## config.mk

```make
export PLATFORM = sky130hd
export DESIGN_NAME = miniCore
export DESIGN_NICKNAME = d
export VERILOG_FILES = /design/src/miniCorePkg.sv /design/src/miniCore.sv /design/src/miniCoreDecode.sv /design/src/miniCoreExe.sv /design/src/miniCoreRegFile.sv /design/src/miniCoreResult.sv
export SDC_FILE = /design/constraint.sdc
export NUM_CORES = 2
export LEC_CHECK = 0
export BUFFER_PORTS_ARGS = -buffer_cell sky130_fd_sc_hd__clkbuf_2
export CELL_PAD_IN_SITES_DETAIL_PLACEMENT = 1
export CELL_PAD_IN_SITES_GLOBAL_PLACEMENT = 2
export CORE_MARGIN = 10
export CORE_UTILIZATION = 38
export CTS_BUF_LIST = sky130_fd_sc_hd__clkbuf_2
export DETAILED_ROUTE_END_ITERATION = 6
export PLACE_DENSITY = 0.77
export SLEW_MARGIN = 5
export SYNTH_ARGS = -nofsm -noshare
export SYNTH_HDL_FRONTEND = slang
export SYNTH_HIERARCHICAL = 1
export SYNTH_SLANG_ARGS = --single-unit
```

## constraint.sdc

```tcl
create_clock -name Clock -period 5.6 [get_ports Clock]
set_input_delay 0.28 -clock Clock [delete_from_list [all_inputs] [get_ports Clock]]
set_output_delay 0.28 -clock Clock [all_outputs]
set_load 0.05 [all_outputs]
```

## src/miniCorePkg.sv

```systemverilog
// miniCore shared definitions
// RV32I opcodes, ALU and branch operations, instruction word formats
package miniCorePkg;

  localparam int NumRegs = 32; // x0 to x31, x0 hard-wired

  // ========================================
  // Major opcodes, supported subset only
  // ========================================
  typedef enum logic [6:0] {
    LUI    = 7'b0110111,
    AUIPC  = 7'b0010111,
    JAL    = 7'b1101111,
    JALR   = 7'b1100111,
    BRANCH = 7'b1100011,
    OP_IMM = 7'b0010011,
    OP     = 7'b0110011,
    STORE  = 7'b0100011
  } t_opcode;

  typedef enum logic [3:0] {
    ADD, SUB, SLT, SLTU,
    SLL, SRL, SRA,
    XOR, OR, AND
  } t_aluOp;

  // Same values as funct3 of the branch word
  typedef enum logic [2:0] {
    BEQ  = 3'b000,
    BNE  = 3'b001,
    BLT  = 3'b100,
    BGE  = 3'b101,
    BLTU = 3'b110,
    BGEU = 3'b111
  } t_branchOp;

  // ========================================
  // Instruction formats, MSB first
  // ========================================
  typedef struct packed {
    logic [6:0] funct7; logic [4:0] rs2; logic [4:0] rs1;
    logic [2:0] funct3; logic [4:0] rd;  t_opcode    opcode;
  } t_rType;

  typedef struct packed {
    logic [11:0] imm11_0; logic [4:0] rs1; logic [2:0] funct3;
    logic [4:0]  rd;      t_opcode    opcode;
  } t_iType;

  typedef struct packed {
    logic [6:0] imm11_5; logic [4:0] rs2;    logic [4:0] rs1;
    logic [2:0] funct3;  logic [4:0] imm4_0; t_opcode    opcode;
  } t_sType;

  typedef struct packed {
    logic       imm12;  logic [5:0] imm10_5; logic [4:0] rs2;   logic [4:0] rs1;
    logic [2:0] funct3; logic [3:0] imm4_1;  logic       imm11; t_opcode    opcode;
  } t_bType;

  typedef struct packed {
    logic [19:0] imm31_12; logic [4:0] rd; t_opcode opcode;
  } t_uType;

  typedef struct packed {
    logic       imm20;    logic [9:0] imm10_1; logic imm11;
    logic [7:0] imm19_12; logic [4:0] rd;      t_opcode opcode;
  } t_jType;

  // One word, six views
  typedef union packed {
    t_rType r;
    t_iType i;
    t_sType s;
    t_bType b;
    t_uType u;
    t_jType j;
  } t_instr;

endpackage

```

## src/miniCore.sv

```systemverilog
`timescale 1ns/1ns
// miniCore top level
// Four-stage RV32I integer datapath, register file plus three stages
module miniCore
  import miniCorePkg::*;
(
  input  logic        Clock,
  input  logic        arstN,
  input  logic        Ready,
  input  logic        InstrValidQ101H,
  input  t_instr      InstrQ101H,
  input  logic [31:0] PcQ101H,
  output logic        BranchValidQ102H,
  output logic        BranchTakenQ102H,
  output logic [31:0] BranchTargetQ102H,
  output logic        DMemWrEnQ103H,
  output logic [31:0] DMemAddrQ103H,
  output logic [31:0] DMemWrDataQ103H,
  output logic        RegWrEnQ104H,
  output logic [4:0]  RegDstQ104H,
  output logic [31:0] RegWrDataQ104H
);

  // Q101H
  logic [4:0]  RegSrc1Q101H, RegSrc2Q101H;
  logic [31:0] PreRegRdData1Q101H, PreRegRdData2Q101H;
  // Q102H
  logic        ValidQ102H, IsBranchQ102H, IsJumpQ102H, IsJalrQ102H, IsStoreQ102H;
  logic        LuiQ102H, SelAluPcQ102H, SelAluImmQ102H, RegWrEnQ102H;
  t_aluOp      AluOpQ102H;
  t_branchOp   BranchOpQ102H;
  logic [4:0]  RegSrc1Q102H, RegSrc2Q102H, RegDstQ102H;
  logic [31:0] ImmediateQ102H, PcQ102H, PreRegRdData1Q102H, PreRegRdData2Q102H;
  // Q103H
  logic [31:0] ResultQ103H, StoreDataQ103H;
  logic        RegWrEnQ103H, StoreQ103H;
  logic [4:0]  RegDstQ103H;

  miniCoreRegFile miniCoreRegFile_inst (
    .Clock, .arstN, .Ready,
    .RegSrc1Q101H, .RegSrc2Q101H,
    .RegWrEnQ104H, .RegDstQ104H, .RegWrDataQ104H,
    .PreRegRdData1Q101H, .PreRegRdData2Q101H
  );

  miniCoreDecode miniCoreDecode_inst (
    .Clock, .arstN, .Ready,
    .InstrValidQ101H, .InstrQ101H, .PcQ101H,
    .PreRegRdData1Q101H, .PreRegRdData2Q101H,
    .RegSrc1Q101H, .RegSrc2Q101H,
    .ValidQ102H, .AluOpQ102H, .BranchOpQ102H,
    .IsBranchQ102H, .IsJumpQ102H, .IsJalrQ102H, .IsStoreQ102H,
    .LuiQ102H, .SelAluPcQ102H, .SelAluImmQ102H, .RegWrEnQ102H,
    .RegSrc1Q102H, .RegSrc2Q102H, .RegDstQ102H,
    .ImmediateQ102H, .PcQ102H, .PreRegRdData1Q102H, .PreRegRdData2Q102H
  );

  miniCoreExe miniCoreExe_inst (
    .Clock, .arstN, .Ready,
    .ValidQ102H, .AluOpQ102H, .BranchOpQ102H,
    .IsBranchQ102H, .IsJumpQ102H, .IsJalrQ102H, .IsStoreQ102H,
    .LuiQ102H, .SelAluPcQ102H, .SelAluImmQ102H, .RegWrEnQ102H,
    .RegSrc1Q102H, .RegSrc2Q102H, .RegDstQ102H,
    .ImmediateQ102H, .PcQ102H, .PreRegRdData1Q102H, .PreRegRdData2Q102H,
    .RegWrEnQ104H, .RegDstQ104H, .RegWrDataQ104H,
    .BranchValidQ102H, .BranchTakenQ102H, .BranchTargetQ102H,
    .ResultQ103H, .RegWrEnQ103H, .RegDstQ103H, .StoreQ103H,
    .DMemWrDataQ103H (StoreDataQ103H)
  );

  miniCoreResult miniCoreResult_inst (
    .Clock, .arstN, .Ready,
    .ResultQ103H, .RegWrEnQ103H, .RegDstQ103H, .StoreQ103H, .StoreDataQ103H,
    .DMemWrEnQ103H, .DMemAddrQ103H, .DMemWrDataQ103H,
    .RegWrEnQ104H, .RegDstQ104H, .RegWrDataQ104H
  );

endmodule

```

## src/miniCoreDecode.sv

```systemverilog
`timescale 1ns/1ns
// miniCore decode stage
// Splits the Q101H word into its formats, builds immediate and control
// Registers everything into Q102H, unsupported words become bubbles
module miniCoreDecode
  import miniCorePkg::*;
(
  input  logic        Clock,
  input  logic        arstN,
  input  logic        Ready,
  input  logic        InstrValidQ101H,
  input  t_instr      InstrQ101H,
  input  logic [31:0] PcQ101H,
  input  logic [31:0] PreRegRdData1Q101H,
  input  logic [31:0] PreRegRdData2Q101H,
  output logic [4:0]  RegSrc1Q101H,
  output logic [4:0]  RegSrc2Q101H,
  output logic        ValidQ102H,
  output t_aluOp      AluOpQ102H,
  output t_branchOp   BranchOpQ102H,
  output logic        IsBranchQ102H,
  output logic        IsJumpQ102H,
  output logic        IsJalrQ102H,
  output logic        IsStoreQ102H,
  output logic        LuiQ102H,
  output logic        SelAluPcQ102H,
  output logic        SelAluImmQ102H,
  output logic        RegWrEnQ102H,
  output logic [4:0]  RegSrc1Q102H,
  output logic [4:0]  RegSrc2Q102H,
  output logic [4:0]  RegDstQ102H,
  output logic [31:0] ImmediateQ102H,
  output logic [31:0] PcQ102H,
  output logic [31:0] PreRegRdData1Q102H,
  output logic [31:0] PreRegRdData2Q102H
);

  logic [31:0] ImmIQ101H, ImmSQ101H, ImmBQ101H, ImmUQ101H, ImmJQ101H;
  logic [31:0] ImmediateQ101H;
  logic        SupportedQ101H;
  t_aluOp      AluOpQ101H;
  logic        IsBranchQ101H, IsJumpQ101H, IsJalrQ101H, IsStoreQ101H;
  logic        LuiQ101H, SelAluPcQ101H, SelAluImmQ101H, RegWrEnQ101H;

  assign RegSrc1Q101H = InstrQ101H.r.rs1;
  assign RegSrc2Q101H = InstrQ101H.r.rs2;

  // ========================================
  // Immediates, one per format
  // ========================================
  assign ImmIQ101H = {{20{InstrQ101H.i.imm11_0[11]}}, InstrQ101H.i.imm11_0};
  assign ImmSQ101H = {{20{InstrQ101H.s.imm11_5[6]}}, InstrQ101H.s.imm11_5, InstrQ101H.s.imm4_0};
  assign ImmBQ101H = {{20{InstrQ101H.b.imm12}}, InstrQ101H.b.imm11, InstrQ101H.b.imm10_5,
                      InstrQ101H.b.imm4_1, 1'b0};
  assign ImmUQ101H = {InstrQ101H.u.imm31_12, 12'b0};
  assign ImmJQ101H = {{12{InstrQ101H.j.imm20}}, InstrQ101H.j.imm19_12, InstrQ101H.j.imm11,
                      InstrQ101H.j.imm10_1, 1'b0};

  // funct3 to ALU op, Alt is bit 30 of the word
  function automatic t_aluOp aluOpDecode(input logic [2:0] Funct3, input logic Alt,
                                         input logic IsReg);
    case (Funct3)
      3'b000:  return (Alt && IsReg) ? SUB : ADD; // No SUBI
      3'b001:  return SLL;
      3'b010:  return SLT;
      3'b011:  return SLTU;
      3'b100:  return XOR;
      3'b101:  return Alt ? SRA : SRL;
      3'b110:  return OR;
      default: return AND;
    endcase
  endfunction

  // ========================================
  // Control decode
  // ========================================
  always_comb begin
    SupportedQ101H = 1'b1;
    AluOpQ101H     = ADD; // Address and target adds
    IsBranchQ101H  = 1'b0;
    IsJumpQ101H    = 1'b0;
    IsJalrQ101H    = 1'b0;
    IsStoreQ101H   = 1'b0;
    LuiQ101H       = 1'b0;
    SelAluPcQ101H  = 1'b0;
    SelAluImmQ101H = 1'b1;
    RegWrEnQ101H   = 1'b1;
    ImmediateQ101H = ImmIQ101H;
    case (InstrQ101H.r.opcode)
      LUI: begin
        LuiQ101H       = 1'b1; // Immediate passes through
        ImmediateQ101H = ImmUQ101H;
      end
      AUIPC: begin
        SelAluPcQ101H  = 1'b1;
        ImmediateQ101H = ImmUQ101H;
      end
      JAL: begin
        IsJumpQ101H    = 1'b1;
        SelAluPcQ101H  = 1'b1;
        ImmediateQ101H = ImmJQ101H;
      end
      JALR: begin
        IsJumpQ101H = 1'b1;
        IsJalrQ101H = 1'b1; // rs1 + I imm
      end
      BRANCH: begin
        IsBranchQ101H  = 1'b1;
        SelAluPcQ101H  = 1'b1;
        RegWrEnQ101H   = 1'b0;
        ImmediateQ101H = ImmBQ101H;
      end
      OP_IMM: AluOpQ101H = aluOpDecode(InstrQ101H.r.funct3, InstrQ101H.r.funct7[5], 1'b0);
      OP: begin
        SelAluImmQ101H = 1'b0;
        AluOpQ101H     = aluOpDecode(InstrQ101H.r.funct3, InstrQ101H.r.funct7[5], 1'b1);
      end
      STORE: begin
        IsStoreQ101H   = 1'b1;
        RegWrEnQ101H   = 1'b0;
        ImmediateQ101H = ImmSQ101H;
      end
      default: begin
        SupportedQ101H = 1'b0; // Bubble
        RegWrEnQ101H   = 1'b0;
      end
    endcase
    if (InstrQ101H.r.rd == 5'd0) RegWrEnQ101H = 1'b0; // x0 never written
  end

  // ========================================
  // Q101H to Q102H registers
  // ========================================
  always_ff @(posedge Clock or negedge arstN) begin
    if (!arstN) begin
      ValidQ102H    <= 1'b0;
      IsBranchQ102H <= 1'b0;
      IsJumpQ102H   <= 1'b0;
      IsJalrQ102H   <= 1'b0;
      IsStoreQ102H  <= 1'b0;
      RegWrEnQ102H  <= 1'b0;
    end else if (Ready) begin
      ValidQ102H    <= InstrValidQ101H && SupportedQ101H;
      IsBranchQ102H <= IsBranchQ101H;
      IsJumpQ102H   <= IsJumpQ101H;
      IsJalrQ102H   <= IsJalrQ101H;
      IsStoreQ102H  <= IsStoreQ101H;
      RegWrEnQ102H  <= RegWrEnQ101H;
    end
  end

  always_ff @(posedge Clock) begin
    if (Ready) begin
      AluOpQ102H         <= AluOpQ101H;
      BranchOpQ102H      <= t_branchOp'(InstrQ101H.b.funct3);
      LuiQ102H           <= LuiQ101H;
      SelAluPcQ102H      <= SelAluPcQ101H;
      SelAluImmQ102H     <= SelAluImmQ101H;
      RegSrc1Q102H       <= RegSrc1Q101H;
      RegSrc2Q102H       <= RegSrc2Q101H;
      RegDstQ102H        <= InstrQ101H.r.rd;
      ImmediateQ102H     <= ImmediateQ101H;
      PcQ102H            <= PcQ101H;
      PreRegRdData1Q102H <= PreRegRdData1Q101H;
      PreRegRdData2Q102H <= PreRegRdData2Q101H;
    end
  end

  // Fetch must not hand over a JALR with a reserved funct3
  aJalrFunct3: assert property (@(posedge Clock) disable iff (!arstN)
    (Ready && InstrValidQ101H && InstrQ101H.i.opcode == JALR) |-> InstrQ101H.i.funct3 == 3'b000);

endmodule

```

## src/miniCoreExe.sv

```systemverilog
`timescale 1ns/1ns
// miniCore execute stage
// Forwards from Q103H and Q104H, runs the ALU and branch comparator
// Reports branches at Q102H and registers results into Q103H
module miniCoreExe
  import miniCorePkg::*;
(
  input  logic        Clock,
  input  logic        arstN,
  input  logic        Ready,
  input  logic        ValidQ102H,
  input  t_aluOp      AluOpQ102H,
  input  t_branchOp   BranchOpQ102H,
  input  logic        IsBranchQ102H,
  input  logic        IsJumpQ102H,
  input  logic        IsJalrQ102H,
  input  logic        IsStoreQ102H,
  input  logic        LuiQ102H,
  input  logic        SelAluPcQ102H,
  input  logic        SelAluImmQ102H,
  input  logic        RegWrEnQ102H,
  input  logic [4:0]  RegSrc1Q102H,
  input  logic [4:0]  RegSrc2Q102H,
  input  logic [4:0]  RegDstQ102H,
  input  logic [31:0] ImmediateQ102H,
  input  logic [31:0] PcQ102H,
  input  logic [31:0] PreRegRdData1Q102H,
  input  logic [31:0] PreRegRdData2Q102H,
  input  logic        RegWrEnQ104H,
  input  logic [4:0]  RegDstQ104H,
  input  logic [31:0] RegWrDataQ104H,
  output logic        BranchValidQ102H,
  output logic        BranchTakenQ102H,
  output logic [31:0] BranchTargetQ102H,
  output logic [31:0] ResultQ103H,
  output logic        RegWrEnQ103H,
  output logic [4:0]  RegDstQ103H,
  output logic        StoreQ103H,
  output logic [31:0] DMemWrDataQ103H
);

  logic        Hazard3Src1Q102H, Hazard4Src1Q102H, Hazard3Src2Q102H, Hazard4Src2Q102H;
  logic [31:0] RegRdData1Q102H, RegRdData2Q102H;
  logic [31:0] AluIn1Q102H, AluIn2Q102H, AluOutQ102H, ResultQ102H;
  logic        CondMetQ102H;

  // ========================================
  // Hazards and forwarding
  // ========================================
  assign Hazard3Src1Q102H = RegWrEnQ103H && (RegSrc1Q102H == RegDstQ103H) && (RegSrc1Q102H != 5'd0);
  assign Hazard4Src1Q102H = RegWrEnQ104H && (RegSrc1Q102H == RegDstQ104H) && (RegSrc1Q102H != 5'd0);
  assign Hazard3Src2Q102H = RegWrEnQ103H && (RegSrc2Q102H == RegDstQ103H) && (RegSrc2Q102H != 5'd0);
  assign Hazard4Src2Q102H = RegWrEnQ104H && (RegSrc2Q102H == RegDstQ104H) && (RegSrc2Q102H != 5'd0);

  assign RegRdData1Q102H = Hazard3Src1Q102H ? ResultQ103H    : // Youngest first
                           Hazard4Src1Q102H ? RegWrDataQ104H :
                                              PreRegRdData1Q102H;
  assign RegRdData2Q102H = Hazard3Src2Q102H ? ResultQ103H    :
                           Hazard4Src2Q102H ? RegWrDataQ104H :
                                              PreRegRdData2Q102H;

  assign AluIn1Q102H = SelAluPcQ102H  ? PcQ102H        : RegRdData1Q102H;
  assign AluIn2Q102H = SelAluImmQ102H ? ImmediateQ102H : RegRdData2Q102H;

  // ========================================
  // ALU and branch comparator
  // ========================================
  always_comb begin
    case (AluOpQ102H)
      SUB:     AluOutQ102H = AluIn1Q102H - AluIn2Q102H;
      SLT:     AluOutQ102H = {31'b0, $signed(AluIn1Q102H) < $signed(AluIn2Q102H)};
      SLTU:    AluOutQ102H = {31'b0, AluIn1Q102H < AluIn2Q102H};
      SLL:     AluOutQ102H = AluIn1Q102H << AluIn2Q102H[4:0];
      SRL:     AluOutQ102H = AluIn1Q102H >> AluIn2Q102H[4:0];
      SRA:     AluOutQ102H = $signed(AluIn1Q102H) >>> AluIn2Q102H[4:0];
      XOR:     AluOutQ102H = AluIn1Q102H ^ AluIn2Q102H;
      OR:      AluOutQ102H = AluIn1Q102H | AluIn2Q102H;
      AND:     AluOutQ102H = AluIn1Q102H & AluIn2Q102H;
      default: AluOutQ102H = AluIn1Q102H + AluIn2Q102H; // ADD, targets, addresses
    endcase
    if (LuiQ102H) AluOutQ102H = AluIn2Q102H;
  end

  always_comb begin
    case (BranchOpQ102H)
      BEQ:     CondMetQ102H = RegRdData1Q102H == RegRdData2Q102H;
      BNE:     CondMetQ102H = RegRdData1Q102H != RegRdData2Q102H;
      BLT:     CondMetQ102H = $signed(RegRdData1Q102H) < $signed(RegRdData2Q102H);
      BGE:     CondMetQ102H = $signed(RegRdData1Q102H) >= $signed(RegRdData2Q102H);
      BLTU:    CondMetQ102H = RegRdData1Q102H < RegRdData2Q102H;
      BGEU:    CondMetQ102H = RegRdData1Q102H >= RegRdData2Q102H;
      default: CondMetQ102H = 1'b0; // Reserved funct3
    endcase
  end

  assign BranchValidQ102H  = ValidQ102H && (IsBranchQ102H || IsJumpQ102H);
  assign BranchTakenQ102H  = ValidQ102H && (IsJumpQ102H || (IsBranchQ102H && CondMetQ102H));
  assign BranchTargetQ102H = IsJalrQ102H ? {AluOutQ102H[31:1], 1'b0} : AluOutQ102H;
  assign ResultQ102H       = IsJumpQ102H ? PcQ102H + 32'd4 : AluOutQ102H; // Link value

  // ========================================
  // Q102H to Q103H registers
  // ========================================
  always_ff @(posedge Clock or negedge arstN) begin
    if (!arstN) begin
      RegWrEnQ103H <= 1'b0;
      StoreQ103H   <= 1'b0;
    end else if (Ready) begin
      RegWrEnQ103H <= ValidQ102H && RegWrEnQ102H;
      StoreQ103H   <= ValidQ102H && IsStoreQ102H;
    end
  end

  always_ff @(posedge Clock) begin
    if (Ready) begin
      ResultQ103H     <= ResultQ102H;
      RegDstQ103H     <= RegDstQ102H;
      DMemWrDataQ103H <= RegRdData2Q102H; // Forwarded rs2
    end
  end

  aTakenIsValid: assert property (@(posedge Clock) disable iff (!arstN)
    BranchTakenQ102H |-> BranchValidQ102H);

endmodule

```

## src/miniCoreRegFile.sv

```systemverilog
`timescale 1ns/1ns
// miniCore register file
// x1 to x31 with two read ports and one write port
// A Q104H write is bypassed to a Q101H read of the same register
module miniCoreRegFile
  import miniCorePkg::*;
(
  input  logic        Clock,
  input  logic        arstN,
  input  logic [4:0]  RegSrc1Q101H,
  input  logic [4:0]  RegSrc2Q101H,
  input  logic        RegWrEnQ104H,
  input  logic        Ready,
  input  logic [4:0]  RegDstQ104H,
  input  logic [31:0] RegWrDataQ104H,
  output logic [31:0] PreRegRdData1Q101H,
  output logic [31:0] PreRegRdData2Q101H
);

  logic [31:0] Regs [1:NumRegs-1]; // No storage for x0
  logic        WrEnQ104H;

  assign WrEnQ104H = RegWrEnQ104H && Ready && (RegDstQ104H != 5'd0);

  always_ff @(posedge Clock or negedge arstN) begin
    if (!arstN) begin
      for (int i = 1; i < NumRegs; i++) begin
        Regs[i] <= '0;
      end
    end else if (WrEnQ104H) begin
      Regs[RegDstQ104H] <= RegWrDataQ104H;
    end
  end

  // One read port, x0 and bypass handled here
  function automatic logic [31:0] readPort(input logic [4:0] Src);
    if (Src == 5'd0) begin
      return '0;
    end
    if (WrEnQ104H && (Src == RegDstQ104H)) begin
      return RegWrDataQ104H; // Write-through
    end
    return Regs[Src];
  endfunction

  always_comb begin
    PreRegRdData1Q101H = readPort(RegSrc1Q101H);
    PreRegRdData2Q101H = readPort(RegSrc2Q101H);
  end

endmodule

```

## src/miniCoreResult.sv

```systemverilog
`timescale 1ns/1ns
// miniCore result stage
// Presents stores at Q103H and registers the writeback into Q104H
module miniCoreResult
  import miniCorePkg::*;
(
  input  logic        Clock,
  input  logic        arstN,
  input  logic        Ready,
  input  logic [31:0] ResultQ103H,
  input  logic        RegWrEnQ103H,
  input  logic [4:0]  RegDstQ103H,
  input  logic        StoreQ103H,
  input  logic [31:0] StoreDataQ103H,
  output logic        DMemWrEnQ103H,
  output logic [31:0] DMemAddrQ103H,
  output logic [31:0] DMemWrDataQ103H,
  output logic        RegWrEnQ104H,
  output logic [4:0]  RegDstQ104H,
  output logic [31:0] RegWrDataQ104H
);

  // Memory writes only on an advancing cycle
  assign DMemWrEnQ103H   = StoreQ103H && Ready;
  assign DMemAddrQ103H   = ResultQ103H; // rs1 + imm
  assign DMemWrDataQ103H = StoreDataQ103H;

  always_ff @(posedge Clock or negedge arstN) begin
    if (!arstN) begin
      RegWrEnQ104H <= 1'b0;
    end else if (Ready) begin
      RegWrEnQ104H <= RegWrEnQ103H;
    end
  end

  always_ff @(posedge Clock) begin
    if (Ready) begin
      RegDstQ104H    <= RegDstQ103H;
      RegWrDataQ104H <= ResultQ103H;
    end
  end

  // Decode clears rd x0, exe gates by valid
  aNoX0Write: assert property (@(posedge Clock) disable iff (!arstN)
    RegWrEnQ104H |-> RegDstQ104H != 5'd0);

  aStoreNoWrite: assert property (@(posedge Clock) disable iff (!arstN)
    StoreQ103H |-> !RegWrEnQ103H);

endmodule

```

==> flow_metrics.env <==
export IMPL_synth_cells=6674
export IMPL_skew_ns=0.301
export IMPL_ys_ff_latch=1260
export IMPL_synthArstFlopShare_pct=79.4
export IMPL_yosys_warnings=6
export IMPL_grt_pass1_wl_mm=502
export IMPL_arrival_ns=6.96
export IMPL_yosysSeqAreaShare_pct=41.5
export IMPL_io_pins=205
export IMPL_synth_largest_area_cell="dfrtp_1"
export IMPL_place_inst=9709
export IMPL_setup_viol=35
export IMPL_grt_remaining_overflow=0
export IMPL_drc_errors=0
export IMPL_drt_first_iter_violations=6847
export IMPL_drt_wirelength_per_cell_um=33.4
export IMPL_drt_total_wl_mm=355
export IMPL_rr_startpoint="miniCoreDecode_inst/RegSrc1Q102H[3]$_DFFE_PP_"
export IMPL_pre_cts_slack_ns=-0.564
export IMPL_min_delay_path_class="in -> reg"
export IMPL_fin_crit_sh_pct=129
export IMPL_r2r_setup_slack_ns=-0.20
export IMPL_synth_edff_count=259
export IMPL_vias_per_cell=6.23
export IMPL_clkSinkCount=1260
export IMPL_grt_antenna_before_repair=20
export IMPL_core_area_um2=207000
export IMPL_syn_area_um2=79100
export IMPL_vias=66400
export IMPL_worst_r2r_cell_count=29
export IMPL_drt_pre_antenna_iters=7
export IMPL_dp_hpwl_mm=232
export IMPL_grt_setup_unrepaired="yes"
export IMPL_layout_commonest_cell="mux2_2"
export IMPL_final_cell_mix="1056 x mux2_2, 1001 x dfrtp_1, 737 x buf_4, 688 x clkbuf_2, 608 x mux2i_1"
export IMPL_cts_htree_levels=5
export IMPL_period_minus_slack_ns=7.24
export IMPL_ant_nets=0
export IMPL_synthToLayoutAreaGrowth_pct=21.6
export IMPL_portBuffers=204
export IMPL_start_util_pct=38.2
export IMPL_maxCapViolations=0
export IMPL_clkTransAtPathRegs_ns=0.10
export IMPL_crit_end="BranchTargetQ102H[0]"
export IMPL_final_nets=7808
export IMPL_worstMarginPinSlew_ns=1.25
export IMPL_syn_nets=6871
export IMPL_drive_gt1_share_pct=44.5
export IMPL_path_max_fanout=7
export IMPL_startpoint_type="flip-flop"
export IMPL_stdcell_count=10700
export IMPL_root_buffer="clkbuf_2"
export IMPL_synth_top_cell_area_share_pct=31.7
export IMPL_fp_dieH_um=476
export IMPL_crit_slowest_cell="edfxtp_1"
export IMPL_place_congestion=1.01
export IMPL_crit_path_cell_trace="nor4_4 -> buf_4 -> a211o_1 -> buf_6 -> o21ai_0 -> buf_4 -> o221ai_2 -> buf_4 -> inv_1 -> buf_4 -> ha_1 -> a21oi_4 -> o31ai_2 -> nand3b_1 -> o31ai_4 -> o31a_1 -> o21ai_4 -> a221oi_4 -> o2111ai_2 -> buf_6 -> a22o_4 -> nor2_4 -> buf_12"
export IMPL_cts_tree="built"
export IMPL_critPathCaptureType="primary output"
export IMPL_grt_max_degree=167
export IMPL_violations="negative setup slack"
export IMPL_grt_usage_pct=29.6
export IMPL_ys_flop_type="dfrtp_1"
export IMPL_crit_type="reg -> out"
export IMPL_critical_path_max_stage_delay_ns=0.49
export IMPL_worstSkewPairLatency_ns=1.86
export IMPL_crit_top_cell="buf_4"
export IMPL_dieArea_um2=227000
export IMPL_finalWorstSetupSlack_ns=-1.64
export IMPL_slew_violations=0
export IMPL_status="complete, but fails checks"
export IMPL_n_fill_cell=22000
export IMPL_clockBufferDepth=4
export IMPL_crit_path_start="miniCoreDecode_inst/RegSrc1Q102H[3]$_DFFE_PP_"
export IMPL_ys_top_cells_by_area="dfrtp_1 32%, mux2_2 15%, edfxtp_1 9.8%"
export IMPL_r2r_end="miniCoreExe_inst/ResultQ103H[21]$_DFFE_PP_"
export IMPL_row_count=167
export IMPL_powerDensity_nw_per_um2=251
export IMPL_yosysUniqueCellTypes=120
export IMPL_die_w_um=476
export IMPL_maxSlewHeadroom_pct=16.1
export IMPL_final_hold_violation_count=0
export IMPL_cts_buffers=360
export IMPL_synth_avg_cell_area_um2=11.8
export IMPL_peakVddDrop_mv=0.185
export IMPL_grt_pass1_vias=69600
export IMPL_fmax_mhz=138
export IMPL_power_leakage_nw=43.6
export IMPL_cp_required_ns=5.32
[cells by family (layout without fill, tap and decap cells)]
logic type	Yosys count	count (layout)	synth area share [%]
flops	1260	1260	41.5
buf+inv	841	2020	5.66
simple gates	1087	1087	6.88
other cells	0	13	0
compound gates	1303	1303	12.6
xor+xnor	79	79	0.875
mux	1974	1974	30.4
fa+ha+maj	130	130	2.06
[final cells by class]
cell class,instances,area [um^2],share of cell area (%)
clock buffer,526,2630,2.74
sequential,1260,32800,34.1
timing repair buffer,1259,11100,11.5
antenna,13,32.5,0.0338
multi-input combinational,4573,45000,46.9
clock inverter,78,405,0.422
inverter,157,611,0.635
tap,2788,3490,3.63
[Yosys cell counts (30+ instances only)]
library cell  number
nor2_1           230
nand3_1          121
buf_4            141
o221ai_1          31
a211oi_1          41
nand4_1           34
mux2_1            32
nor3_1            86
nor2b_1           33
buf_1             73
a221oi_2          48
a211o_1           58
edfxtp_1         259
a22oi_1          287
a21o_1            40
mux2i_1          648
mux4_2           235
a22oi_2           30
inv_1            149
ha_1             128
a221o_1           67
mux2_2          1058
xnor2_1           61
a31oi_1           43
a21oi_1          208
dfrtp_1         1001
o211ai_1          35
o21ai_0          132
buf_6             58
o31ai_1           36
and3_1            85
buf_2            161
a221oi_1          45
nand2_1          288
nand2b_1          71
clkbuf_1         235
[timing repair]
item | in CTS | in global routing
setup endpoints to repair | 51 | 46
hold buffers | 198 | 0
hold endpoints to repair | 1774 | 0
resized for setup | 484 | 252
setup buffers | 71 | 72
pin swaps | 144 | 132
cloned | 7 | 5
[registers in the layout, summed over array words and instances, names as in the netlist, 3 cells and up]
register,count
miniCoreDecode_inst/PcQ102H,32
miniCoreResult_inst/RegDstQ104H,5
miniCoreDecode_inst/RegSrc1Q102H,5
miniCoreExe_inst/ResultQ103H,32
miniCoreDecode_inst/PreRegRdData2Q102H,32
miniCoreRegFile_inst/Regs,992
miniCoreExe_inst/RegDstQ103H,5
miniCoreDecode_inst/AluOpQ102H,4
miniCoreDecode_inst/PreRegRdData1Q102H,32
miniCoreDecode_inst/BranchOpQ102H,3
miniCoreResult_inst/RegWrDataQ104H,32
miniCoreDecode_inst/ImmediateQ102H,32
miniCoreDecode_inst/RegSrc2Q102H,5
miniCoreDecode_inst/RegDstQ102H,5
miniCoreExe_inst/DMemWrDataQ103H,32
[worst max-delay path: cells and delay by family (launching register included)]
| kind | cells | cell delay [ns] |
|---|---|---|
| buf+inv | 8 | 1.42 |
| compound gates | 11 | 2.40 |
| fa+ha+maj | 1 | 0.23 |
| simple gates | 3 | 0.68 |
| flops | 1 | 0.49 |
[worst min path at each step]
stage                    from                                            end  cells after the start
2_1_floorplan           arstN  miniCoreDecode_inst/IsBranchQ102H$_DFFE_PN0P_                      0
3_3_place_gp            arstN     miniCoreRegFile_inst/Regs[475]$_DFFE_PN0P_                      1
3_5_place_dp            arstN     miniCoreRegFile_inst/Regs[461]$_DFFE_PN0P_                      1
6_report       InstrQ101H[21]  miniCoreDecode_inst/RegSrc2Q102H[1]$_DFFE_PP_                      3
5_1_grt        InstrQ101H[21]  miniCoreDecode_inst/RegSrc2Q102H[1]$_DFFE_PP_                      3
4_1_cts           PcQ101H[29]      miniCoreDecode_inst/PcQ102H[29]$_DFFE_PP_                      4
[metal layers]
metal	up-vias	share of wire, %	global-route usage (%)
li1	27400	-	-
met1	34600	39	36.7
met2	3319	46	47.3
met3	1100	8.0	5.86
met4	8	7.2	18.3
met5	-	0.017	0
[where the power goes]
| group | switching (mW) | internal (mW) |
|---|---|---|
| Sequential | 0.324 | 9.66 |
| Clock | 4.30 | 2.66 |
| Combinational | 4.45 | 2.79 |
| Total | 9.07 | 15.1 |
[through the flow]
step	utilization (%)	instance area, um^2	hold WS (ns)	TNS (ns)	power (mW)
finish	46.4	96100	0.0815	-43.03	24.2
detailed placement	41.8	86500	0.362	-12.80	16.1
floorplan	-	79300	-0.0156	-0.0264	13.2
global placement	41.8	86500	0.364	-9.26	16.0
global route	46.4	96100	0.0478	-50.02	25.1
CTS	45.6	94400	0.000599	-44.47	23.7
No activity file was read; power rests on OpenSTA's default activity.
